==> src/common/ccu_pkg.sv <==
/* CCU shared definitions */

`default_nettype none

package ccu_pkg;

    // Bus word width, overridable from the top level
    parameter int OPTN_DATA_WIDTH    = 32;

    // Byte address width
    parameter int OPTN_ADDR_WIDTH    = 32;

    // Cache line size in bytes
    parameter int OPTN_DC_LINE_SIZE  = 16;

    // Number of cache clients on the arbiter
    parameter int OPTN_CCU_ARB_DEPTH = 2;

    // Line geometry
    parameter int LINE_WIDTH = OPTN_DC_LINE_SIZE * 8;
    parameter int LINE_WORDS = LINE_WIDTH / OPTN_DATA_WIDTH;

    // Arbiter FSM
    typedef enum logic [1:0] {
        ARB_IDLE = 2'b00,
        ARB_BUSY = 2'b01,
        ARB_DONE = 2'b10
    } arb_state_e;

    // BIU FSM, one four-phase cycle per word
    typedef enum logic [2:0] {
        BIU_IDLE    = 3'b000,
        BIU_REQ     = 3'b001,
        BIU_ACK_LOW = 3'b010,
        BIU_DONE    = 3'b011,
        BIU_RELEASE = 3'b100
    } biu_state_e;

endpackage

`default_nettype wire
==> src/common/ccu_biu_if.sv <==
/* Arbiter to BIU line request link */

`timescale 1ns/1ps
`default_nettype none

interface ccu_biu_if
    import ccu_pkg::*;
#(
    parameter int ADDR_W = OPTN_ADDR_WIDTH,
    parameter int LINE_W = LINE_WIDTH
)();

    // Request side, held by the arbiter
    logic              en;
    logic              we;
    logic [ADDR_W-1:0] addr;
    logic [LINE_W-1:0] wline;

    // Completion side
    logic              done;
    logic              busy;
    logic [LINE_W-1:0] rline;

    modport arb (
        output en,
        output we,
        output addr,
        output wline,
        input  done,
        input  busy,
        input  rline
    );

    modport biu (
        input  en,
        input  we,
        input  addr,
        input  wline,
        output done,
        output busy,
        output rline
    );

endinterface

`default_nettype wire

==> src/ccu.sv <==
/* Core communications unit */

`timescale 1ns/1ps
`default_nettype none

module ccu
    import ccu_pkg::*;
#(
    parameter int OPTN_DATA_WIDTH    = ccu_pkg::OPTN_DATA_WIDTH,
    parameter int OPTN_ADDR_WIDTH    = ccu_pkg::OPTN_ADDR_WIDTH,
    parameter int OPTN_DC_LINE_SIZE  = ccu_pkg::OPTN_DC_LINE_SIZE,
    parameter int OPTN_CCU_ARB_DEPTH = ccu_pkg::OPTN_CCU_ARB_DEPTH
)(
    input  wire logic                          clk,
    input  wire logic                          n_rst,

    // Cache clients, port 0 data cache, port 1 fetch
    input  wire logic [OPTN_CCU_ARB_DEPTH-1:0]  i_req_valid,
    input  wire logic [OPTN_CCU_ARB_DEPTH-1:0]  i_req_we,
    input  wire logic [OPTN_ADDR_WIDTH-1:0]     i_req_addr  [0:OPTN_CCU_ARB_DEPTH-1],
    input  wire logic [OPTN_DC_LINE_SIZE*8-1:0] i_req_wline [0:OPTN_CCU_ARB_DEPTH-1],
    output logic      [OPTN_CCU_ARB_DEPTH-1:0]  o_req_done,
    output logic      [OPTN_DC_LINE_SIZE*8-1:0] o_req_rline,

    // External memory bus
    output logic                                o_bus_req,
    output logic                                o_bus_we,
    output logic      [OPTN_ADDR_WIDTH-1:0]     o_bus_addr,
    output logic      [OPTN_DATA_WIDTH-1:0]     o_bus_wdata,
    input  wire logic                           i_bus_ack,
    input  wire logic [OPTN_DATA_WIDTH-1:0]     i_bus_rdata
);

    ccu_biu_if #(
        .ADDR_W (OPTN_ADDR_WIDTH),
        .LINE_W (OPTN_DC_LINE_SIZE * 8)
    ) ccu_link ();

    ccu_arb #(
        .OPTN_ADDR_WIDTH    (OPTN_ADDR_WIDTH),
        .OPTN_CCU_ARB_DEPTH (OPTN_CCU_ARB_DEPTH),
        .OPTN_DC_LINE_SIZE  (OPTN_DC_LINE_SIZE)
    ) u_ccu_arb (
        .clk             (clk),
        .n_rst           (n_rst),
        .i_ccu_arb_valid (i_req_valid),
        .i_ccu_arb_we    (i_req_we),
        .i_ccu_arb_addr  (i_req_addr),
        .i_ccu_arb_data  (i_req_wline),
        .o_ccu_arb_done  (o_req_done),
        .o_ccu_arb_data  (o_req_rline),
        .biu             (ccu_link.arb)
    );

    biu #(
        .OPTN_DATA_WIDTH   (OPTN_DATA_WIDTH),
        .OPTN_ADDR_WIDTH   (OPTN_ADDR_WIDTH),
        .OPTN_DC_LINE_SIZE (OPTN_DC_LINE_SIZE)
    ) u_biu (
        .clk         (clk),
        .n_rst       (n_rst),
        .ccu         (ccu_link.biu),
        .o_bus_req   (o_bus_req),
        .o_bus_we    (o_bus_we),
        .o_bus_addr  (o_bus_addr),
        .o_bus_wdata (o_bus_wdata),
        .i_bus_ack   (i_bus_ack),
        .i_bus_rdata (i_bus_rdata)
    );

endmodule

`default_nettype wire

==> src/biu/biu.sv <==
/* Bus interface unit */

`timescale 1ns/1ps
`default_nettype none

module biu
    import ccu_pkg::*;
#(
    parameter int OPTN_DATA_WIDTH   = 32,
    parameter int OPTN_ADDR_WIDTH   = 32,
    parameter int OPTN_DC_LINE_SIZE = 16
)(
    input  wire logic                       clk,
    input  wire logic                       n_rst,

    ccu_biu_if.biu ccu,

    // External four-phase bus
    output logic                            o_bus_req,
    output logic                            o_bus_we,
    output logic      [OPTN_ADDR_WIDTH-1:0] o_bus_addr,
    output logic      [OPTN_DATA_WIDTH-1:0] o_bus_wdata,
    input  wire logic                       i_bus_ack,
    input  wire logic [OPTN_DATA_WIDTH-1:0] i_bus_rdata
);

    localparam int LINE_W     = OPTN_DC_LINE_SIZE * 8;
    localparam int WORDS      = LINE_W / OPTN_DATA_WIDTH;
    localparam int WORD_BYTES = OPTN_DATA_WIDTH / 8;
    localparam int WORD_IDX_W = (WORDS > 1) ? $clog2(WORDS) : 1;
    localparam int LINE_OFS_W = $clog2(OPTN_DC_LINE_SIZE);

    biu_state_e                 state;
    biu_state_e                 state_next;
    logic [WORD_IDX_W-1:0]      word_idx;
    logic                       last_word;
    logic                       we_q;
    logic [OPTN_ADDR_WIDTH-1:0] addr_q;
    logic [LINE_W-1:0]          wline_q;
    logic [LINE_W-1:0]          rline_q;

    assign last_word = (word_idx == WORD_IDX_W'(WORDS - 1));

    always_comb begin
        state_next = state;
        case (state)
            BIU_IDLE: begin
                if (ccu.en) begin
                    state_next = BIU_REQ;
                end
            end
            BIU_REQ: begin
                if (i_bus_ack) begin
                    state_next = BIU_ACK_LOW;
                end
            end
            BIU_ACK_LOW: begin
                // Memory must release ack before the next word
                if (!i_bus_ack) begin
                    state_next = last_word ? BIU_DONE : BIU_REQ;
                end
            end
            BIU_DONE:    state_next = BIU_RELEASE;
            BIU_RELEASE: begin
                if (!ccu.en) begin
                    state_next = BIU_IDLE;
                end
            end
            default:     state_next = BIU_IDLE;
        endcase
    end

    always_ff @(posedge clk) begin
        if (!n_rst) begin
            state <= BIU_IDLE;
        end else begin
            state <= state_next;
        end
    end

    always_ff @(posedge clk) begin
        if (!n_rst) begin
            word_idx <= '0;
        end else if (state == BIU_IDLE) begin
            word_idx <= '0;
        end else if (state == BIU_ACK_LOW && !i_bus_ack && !last_word) begin
            word_idx <= word_idx + 1'b1;
        end
    end

    // Line request latch
    always_ff @(posedge clk) begin
        if (state == BIU_IDLE && ccu.en) begin
            we_q    <= ccu.we;
            addr_q  <= ccu.addr;
            wline_q <= ccu.wline;
        end
    end

    // Gather read words into the line
    always_ff @(posedge clk) begin
        if (state == BIU_REQ && i_bus_ack && !we_q) begin
            rline_q[word_idx*OPTN_DATA_WIDTH +: OPTN_DATA_WIDTH] <= i_bus_rdata;
        end
    end

    assign o_bus_req   = (state == BIU_REQ);
    assign o_bus_we    = we_q;
    assign o_bus_addr  = addr_q + OPTN_ADDR_WIDTH'(word_idx * WORD_BYTES);
    assign o_bus_wdata = wline_q[word_idx*OPTN_DATA_WIDTH +: OPTN_DATA_WIDTH];

    assign ccu.busy  = (state == BIU_REQ) || (state == BIU_ACK_LOW);
    assign ccu.done  = (state == BIU_DONE);
    assign ccu.rline = rline_q;

    // Req holds until the memory answers
    a_req_held: assert property (@(posedge clk) disable iff (!n_rst)
        (o_bus_req && !i_bus_ack) |=> o_bus_req);

    a_bus_stable: assert property (@(posedge clk) disable iff (!n_rst)
        (o_bus_req && $past(o_bus_req)) |-> ($stable(o_bus_addr) && $stable(o_bus_wdata)));

    // Clients only ever ask for whole lines
    a_line_aligned: assert property (@(posedge clk) disable iff (!n_rst)
        (state != BIU_IDLE) |-> (addr_q[LINE_OFS_W-1:0] == '0));

endmodule

`default_nettype wire

==> src/ccu_arb/ccu_arb.sv <==
/* CCU fixed-priority arbiter */

`timescale 1ns/1ps
`default_nettype none

module ccu_arb
    import ccu_pkg::*;
#(
    parameter int OPTN_ADDR_WIDTH    = 32,
    parameter int OPTN_CCU_ARB_DEPTH = 2,
    parameter int OPTN_DC_LINE_SIZE  = 16
)(
    input  wire logic                       clk,
    input  wire logic                       n_rst,

    // Client requests
    input  wire logic [OPTN_CCU_ARB_DEPTH-1:0] i_ccu_arb_valid,
    input  wire logic [OPTN_CCU_ARB_DEPTH-1:0] i_ccu_arb_we,
    input  wire logic [OPTN_ADDR_WIDTH-1:0]    i_ccu_arb_addr [0:OPTN_CCU_ARB_DEPTH-1],
    input  wire logic [OPTN_DC_LINE_SIZE*8-1:0] i_ccu_arb_data [0:OPTN_CCU_ARB_DEPTH-1],
    output logic      [OPTN_CCU_ARB_DEPTH-1:0] o_ccu_arb_done,
    output logic      [OPTN_DC_LINE_SIZE*8-1:0] o_ccu_arb_data,

    ccu_biu_if.arb biu
);

    localparam int IDX_W = (OPTN_CCU_ARB_DEPTH > 1) ? $clog2(OPTN_CCU_ARB_DEPTH) : 1;

    arb_state_e                    state;
    arb_state_e                    state_next;
    logic [OPTN_CCU_ARB_DEPTH-1:0] eligible;
    logic                          any_valid;
    logic [IDX_W-1:0]              grant_idx;
    logic [IDX_W-1:0]              idx_q;

    // Client that just got done still shows valid for a cycle
    assign eligible  = i_ccu_arb_valid & ~o_ccu_arb_done;
    assign any_valid = |eligible;

    // Lowest index wins
    always_comb begin
        grant_idx = '0;
        for (int i = OPTN_CCU_ARB_DEPTH - 1; i >= 0; i--) begin
            if (eligible[i]) begin
                grant_idx = IDX_W'(i);
            end
        end
    end

    always_ff @(posedge clk) begin
        if (!n_rst) begin
            idx_q <= '0;
        end else if (state == ARB_IDLE) begin
            idx_q <= grant_idx;
        end
    end

    always_comb begin
        state_next = state;
        case (state)
            ARB_IDLE: begin
                if (any_valid) begin
                    state_next = ARB_BUSY;
                end
            end
            ARB_BUSY: begin
                if (biu.done) begin
                    state_next = ARB_DONE;
                end
            end
            ARB_DONE: state_next = ARB_IDLE;
            default:  state_next = ARB_IDLE;
        endcase
    end

    always_ff @(posedge clk) begin
        if (!n_rst) begin
            state <= ARB_IDLE;
        end else begin
            state <= state_next;
        end
    end

    // Request towards the BIU
    always_ff @(posedge clk) begin
        biu.we    <= i_ccu_arb_we[idx_q];
        biu.addr  <= i_ccu_arb_addr[idx_q];
        biu.wline <= i_ccu_arb_data[idx_q];
    end

    always_ff @(posedge clk) begin
        if (!n_rst) begin
            biu.en <= 1'b0;
        end else begin
            biu.en <= (state == ARB_BUSY) && i_ccu_arb_valid[idx_q];
        end
    end

    // Completion back to the granted client only
    always_ff @(posedge clk) begin
        if (!n_rst) begin
            o_ccu_arb_done <= '0;
        end else begin
            for (int i = 0; i < OPTN_CCU_ARB_DEPTH; i++) begin
                o_ccu_arb_done[i] <= (state == ARB_DONE) && (idx_q == IDX_W'(i));
            end
        end
    end

    always_ff @(posedge clk) begin
        if (biu.done) begin
            o_ccu_arb_data <= biu.rline;
        end
    end

    a_done_onehot: assert property (@(posedge clk) disable iff (!n_rst)
        $onehot0(o_ccu_arb_done));

    a_idle_no_en: assert property (@(posedge clk) disable iff (!n_rst)
        (state == ARB_IDLE) |-> !biu.en);

    // No line may still be moving once the arbiter is free to grant
    a_idle_not_busy: assert property (@(posedge clk) disable iff (!n_rst)
        (state == ARB_IDLE) |-> !biu.busy);

endmodule

`default_nettype wire

==> config.mk <==
export PLATFORM = sky130hd
export DESIGN_NAME = ccu
export DESIGN_NICKNAME = d
export VERILOG_FILES = /design/src/common/ccu_pkg.sv /design/src/common/ccu_biu_if.sv /design/src/ccu.sv /design/src/biu/biu.sv /design/src/ccu_arb/ccu_arb.sv
export SDC_FILE = /design/constraint.sdc
export NUM_CORES = 1
export LEC_CHECK = 0
export BUFFER_PORTS_ARGS = -buffer_cell sky130_fd_sc_hd__buf_2
export CAP_MARGIN = 20
export CORE_AREA = 2 2 213 215
export DETAILED_ROUTE_END_ITERATION = 10
export DIE_AREA = 0 0 215 217
export GPL_ROUTABILITY_DRIVEN = 1
export PLACE_DENSITY = 0.75
export SLEW_MARGIN = 20
export SYNTH_ARGS = -nofsm -noshare
export SYNTH_HDL_FRONTEND = slang
export SYNTH_HIERARCHICAL = 1
export SYNTH_SLANG_ARGS = --single-unit
==> constraint.sdc <==
create_clock -name clk -period 11.5 [get_ports clk]
set_clock_uncertainty 0.15 [all_clocks]
set_input_delay 2.3 -clock clk [delete_from_list [all_inputs] [get_ports clk]]
set_output_delay 2.3 -clock clk [all_outputs]
set_load 0.1 [all_outputs]
### Word-level counts from Yosys, hierarchy flattened

Cells that the tools add are included.

| storage, ports and cells | value |
|---|---|
| output and inout bits | 196 |
| bits in registers | 589 |
| logic and storage cells | 79 |

| operators by class | value |
|---|---|
| eq/ne operators | 13 |
| add/sub/neg operators | 3 |
| shifts and indexed selects | 3 |
| muxes and demuxes | 22 |
| $lt $le $gt $ge | 2 |
| bitwise gates (word level) | 5 |
| reduce and logical (&&, ||, !) cells | 17 |

Operator list:

| operator | count |
|---|---|
| 128-bit two-way mux | 3 |
| 128-bit bitwise mux | 1 |
| 32-bit by 34-bit variable shift with 128-bit output, first input constant | 1 |
| 128-bit by 8-bit variable part select with 32-bit output | 1 |
| 32-bit by 34-bit variable part select with 128-bit output | 1 |
| 32-bit two-way mux | 3 |
| 7-bit negator with 34-bit output | 1 |
| 32-bit by 4-bit adder with 32-bit output | 1 |
| 3-bit one-hot mux with 5 select lines | 1 |
| 3-bit two-way mux | 4 |
| 1-bit logical AND | 8 |
| 2-bit != test, second input constant | 4 |
| 3-bit by 2-bit equality test with 1-bit output, second input constant | 2 |
| 1-bit two-way mux | 6 |
| 2-bit two-way mux | 3 |
| 2-bit equality test, second input constant | 2 |
| 2-bit by 1-bit != test with 1-bit output, second input constant | 2 |
| 2-bit one-hot mux with 2 select lines | 1 |
| 4-bit AND reduction | 1 |
| 2-bit OR reduction | 2 |
| 3-bit by 1-bit equality test with 1-bit output, second input constant | 1 |
| 3-bit equality test, second input constant | 1 |
| 1-bit zero test | 3 |
| 3-bit zero test | 1 |
| 10 further kinds | 11 |

### Depth between registers and ports, before layout

| logic depth | value |
|---|---|
| word-level depth | 5 |
| depth in mapped cells | 7 |
| mapped depth without buffers | 6 |

### Hierarchy

Netlist, hierarchy kept.

By module, submodules not included:

| module | seq. area each (µm²) | instances | cells an instance | area an instance (µm²) |
|---|---|---|---|---|
| biu | 8,778.4 | 1 | 602 | 11,289.6 |
| ccu_arb | 7,186.9 | 1 | 488 | 9,350.2 |

### Worst setup path before layout

OpenSTA, ideal clock, no wires.

| timing | value |
|---|---|
| path kind | reg2reg |
| start | register u_biu.state[1] |
| end | register u_biu.addr_q[0] (enable) |
| data required time | 10,471 ps |
| period minus slack after synthesis | 12,507 ps |
| arrival time | 11,479 ps |
| buffers on the path | 1 |
| path slack | -1,007 ps |
| stages on the path, launching flop included | 4 |
| library setup time | 879 ps |
| cells stage by stage | dfxtp_1 > clkbuf_1 > nand2b_1 > nor3_1 |

| between the ends | value |
|---|---|
| cells in the longest elaborated chain, start to end | 2 |

RTL lines:

| item | line | RTL |
|---|---|---|
| start: declaration | biu.sv:33 | `biu_state_e state;` |
| start signal: assignment | biu.sv:77 | `state <= state_next;` |
| 3-bit zero test | biu.sv:93 | `if (state == BIU_IDLE && ccu.en) begin` |
| 1-bit logical AND | biu.sv:93 |  |
| end signal: assignment | biu.sv:95 | `addr_q <= ccu.addr;` |
| end: declaration | biu.sv:38 | `logic [OPTN_ADDR_WIDTH-1:0] addr_q;` |

Every way passes these cells.
A chain may end at the register's enable or synchronous reset.

### Worst setup path in the final report

| timing | value |
|---|---|
| start | register u_biu.word_idx[1] |
| end | output port o_bus_addr[21] |

| between the ends | value |
|---|---|
| cells in the longest elaborated chain, start to end | 1 |

RTL lines:

| item | line | RTL |
|---|---|---|
| start: declaration | biu.sv:35 | `logic [WORD_IDX_W-1:0] word_idx;` |
| start signal: assignment | biu.sv:87 | `word_idx <= word_idx + 1'b1;` |
| 32-bit by 4-bit adder with 32-bit output | biu.sv:109 | `assign o_bus_addr = addr_q + OPTN_ADDR_WIDTH'(word_idx * WORD_BYTES);` |
| end: declaration | ccu.sv:28 | `output logic [OPTN_ADDR_WIDTH-1:0] o_bus_addr,` |

Every way passes these cells.

==> metrics.md <==
| Metric | Value |
|---|---|
| Clock transition at path regs | `roughly 0.060 ns` |
| Number of core rows | `just under 80` |
| Dpl hpwl | `roughly 33000 µm` |
| H-tree depth | `2` |
| Final hold violation count | `0` |
| Power Dens Cells | `between 150 and 200 nW/µm²` |
| Mean Syn Cell Area | `~19 µm²` |
| Layout cells sized above 1 | `around half` |
| Drt initial violations | `~580` |
| Core Area | `approximately 45000 µm²` |
| Worst Setup Start Kind | `flop` |
| Placed Instances | `approximately 2200` |
| Crit share post-route | `approximately 50%` |
| Final antenna-violating net count | `0` |
| Vias after detailed routing | `around 11000` |
| First-pass GRT wire length | `66810 µm` |
| Max Slew Vio Count | `0` |
| Crit. End Element | `output port` |
| I/O Pins | `roughly 560` |
| CTS Hold Bufs | `0` |
| Resized Gates After CTS | `0` |
| Drt drc | `0` |
| Initial Util | `46.15%` |
| Die width | `between 200 and 250 µm` |
| Largest fanout on the critical path | `38` |
| Hold WC Path Type | `flop to flop` |
| Final WL | `approximately 46000 µm` |
| Clock latency on the worst-skew pair | `0.58 ns` |
| Max-capacitance violation count | `0` |
| Fin Setup TNS | `0 ns` |
| Critical Path RT | `~9.1 ns` |
| Grt ovf | `0` |
| Syn. warnings | `6` |
| Postcts setup bufs | `0` |
| CTS buffer count | `54` |
| Vias in the first global route | `between 10000 and 15000` |
| Peak Freq | `approximately 0.18 GHz` |
| Crit path time final | `~5.7 ns` |
| Worst EP arrival | `3.23 ns` |
| Routability cong. | `roughly 0.9` |
| P&R area growth vs syn | `24.40%` |
| Initial antenna violation count | `18` |
| Die ar. | `around 47000 µm²` |
| RSZ-0062 raised after global routing | `no` |
| Slew Limit Headroom | `between 20% and 30%` |
| Post-Syn Instances | `about 1100` |
| Final nets | `about 2000` |
| CTS tree | `done` |
| Maximum VDD drop | `around 0.00010 V` |
| Root Driver | `clkbuf_16` |
| Mapped Area | `about 21000 µm²` |
| Run status | `completed` |
| Maximum clock insertion buffer count | `3` |
| Setup Crit Path Kind | `flop to output port` |
| Port Buffers | `between 500 and 600` |
| # clock sinks | `589` |
| Worst-Margin Slew | `between 1 and 1.5 ns` |
| Setup violators final | `0` |
| Pleak | `~0.0099 µW` |
| Die H | `approximately 220 µm` |
| Synthesized Nets | `1455` |
| Total track usage | `between 10% and 20%` |
| TritonRoute pass-1 iters | `4` |
| Total Power | `about 4300 µW` |
| Via density | `approximately 4.8` |
| Largest net degree at the start of global routing | `slightly below 90` |
| Fin cells | `between 2000 and 2500` |
| WL/cell | `roughly 20 µm` |
[where the power goes]
part / total, µW / switching (µW) / leakage [µW] / internal, µW
logic: 233 / 133 / 0.00370 / 99.1
registers: 2350 / 22.9 / 0.00531 / 2330
clock network: 1700 / 732 / 0.000841 / 973
[per-stage QoR]
stage	instance area (µm²)	utilization [%]	hold slack (ns)	worst slack (ns)
after floorplan	20630	-	0.2355	3.974
after global placement	23950	53.57	0.2365	6.144
after detailed placement	23950	53.58	0.2387	6.446
after CTS	25650	57.38	0.2449	5.812
after global routing	25660	57.40	0.2477	5.625
final	25660	57.41	0.2450	5.825
[critical path: stages (launching register included)]
cell and delay, ns:
dfxtp_4 0.75, ha_1 0.25, a21o_1 0.15, nor4b_4 0.55, nand3_1 0.21, xnor2_1 0.23, buf_2 0.46
[routing by layer]
layer | up-vias | track usage, % | part of all wire (%)
met5 | - | 0 | 0.087
met4 | 6 | 5.540 | 2.3
met3 | 81 | 4.934 | 7.0
met2 | 495 | 34.93 | 52
met1 | 5307 | 22.95 | 39
li1 | 5231 | - | -
[cell usage in the layout, fill, tap and decap left out, types with 7 or more instances in the layout]
cell type / n
nand4_1: 8
clkinv_1: 7
and2_1: 130
clkbuf_1: 13
edfxtp_1: 417
buf_4: 11
mux4_2: 32
nand2_1: 12
ha_1: 7
xor2_1: 7
clkinv_2: 9
dfxtp_1: 169
nor2_1: 9
xnor2_1: 21
clkbuf_16: 55
nand3_1: 12
mux2_2: 162
buf_2: 554
[layout make-up]
type	instances	area, µm²
fillers	3412	19040
flip-flops and latches	589	15970
multi-input cells	452	4349
repair buffers	565	2855
clock buffers	72	1480
well taps	600	750.7
clock inverters	26	220.2
inverters	5	18.77
diodes	5	12.51
[path summary, 6_finish.rpt]
path	startpoint	end	slack, ns	cells past startpoint
max	u_biu/word_idx[1]	o_bus_addr[21]	5.82	6
min	u_ccu_arb/biu.addr[6]	u_biu/addr_q[6]	0.24	0
max reg2reg	u_biu/state[1]	u_biu/addr_q[11]	8.09	4
min reg2reg	u_ccu_arb/biu.addr[6]	u_biu/addr_q[6]	0.24	0
[registers in the layout, summed over array words and instances, names as in the netlist, 2 cells and up]
name,flops
u_biu/addr_q,32
u_biu/ccu.rline,128
u_biu/state,3
u_biu/wline_q,128
u_biu/word_idx,2
u_ccu_arb/biu.addr,32
u_ccu_arb/biu.wline,128
u_ccu_arb/o_ccu_arb_data,128
u_ccu_arb/o_ccu_arb_done,2
u_ccu_arb/state,2
No activity file was read; power rests on OpenSTA's default activity.
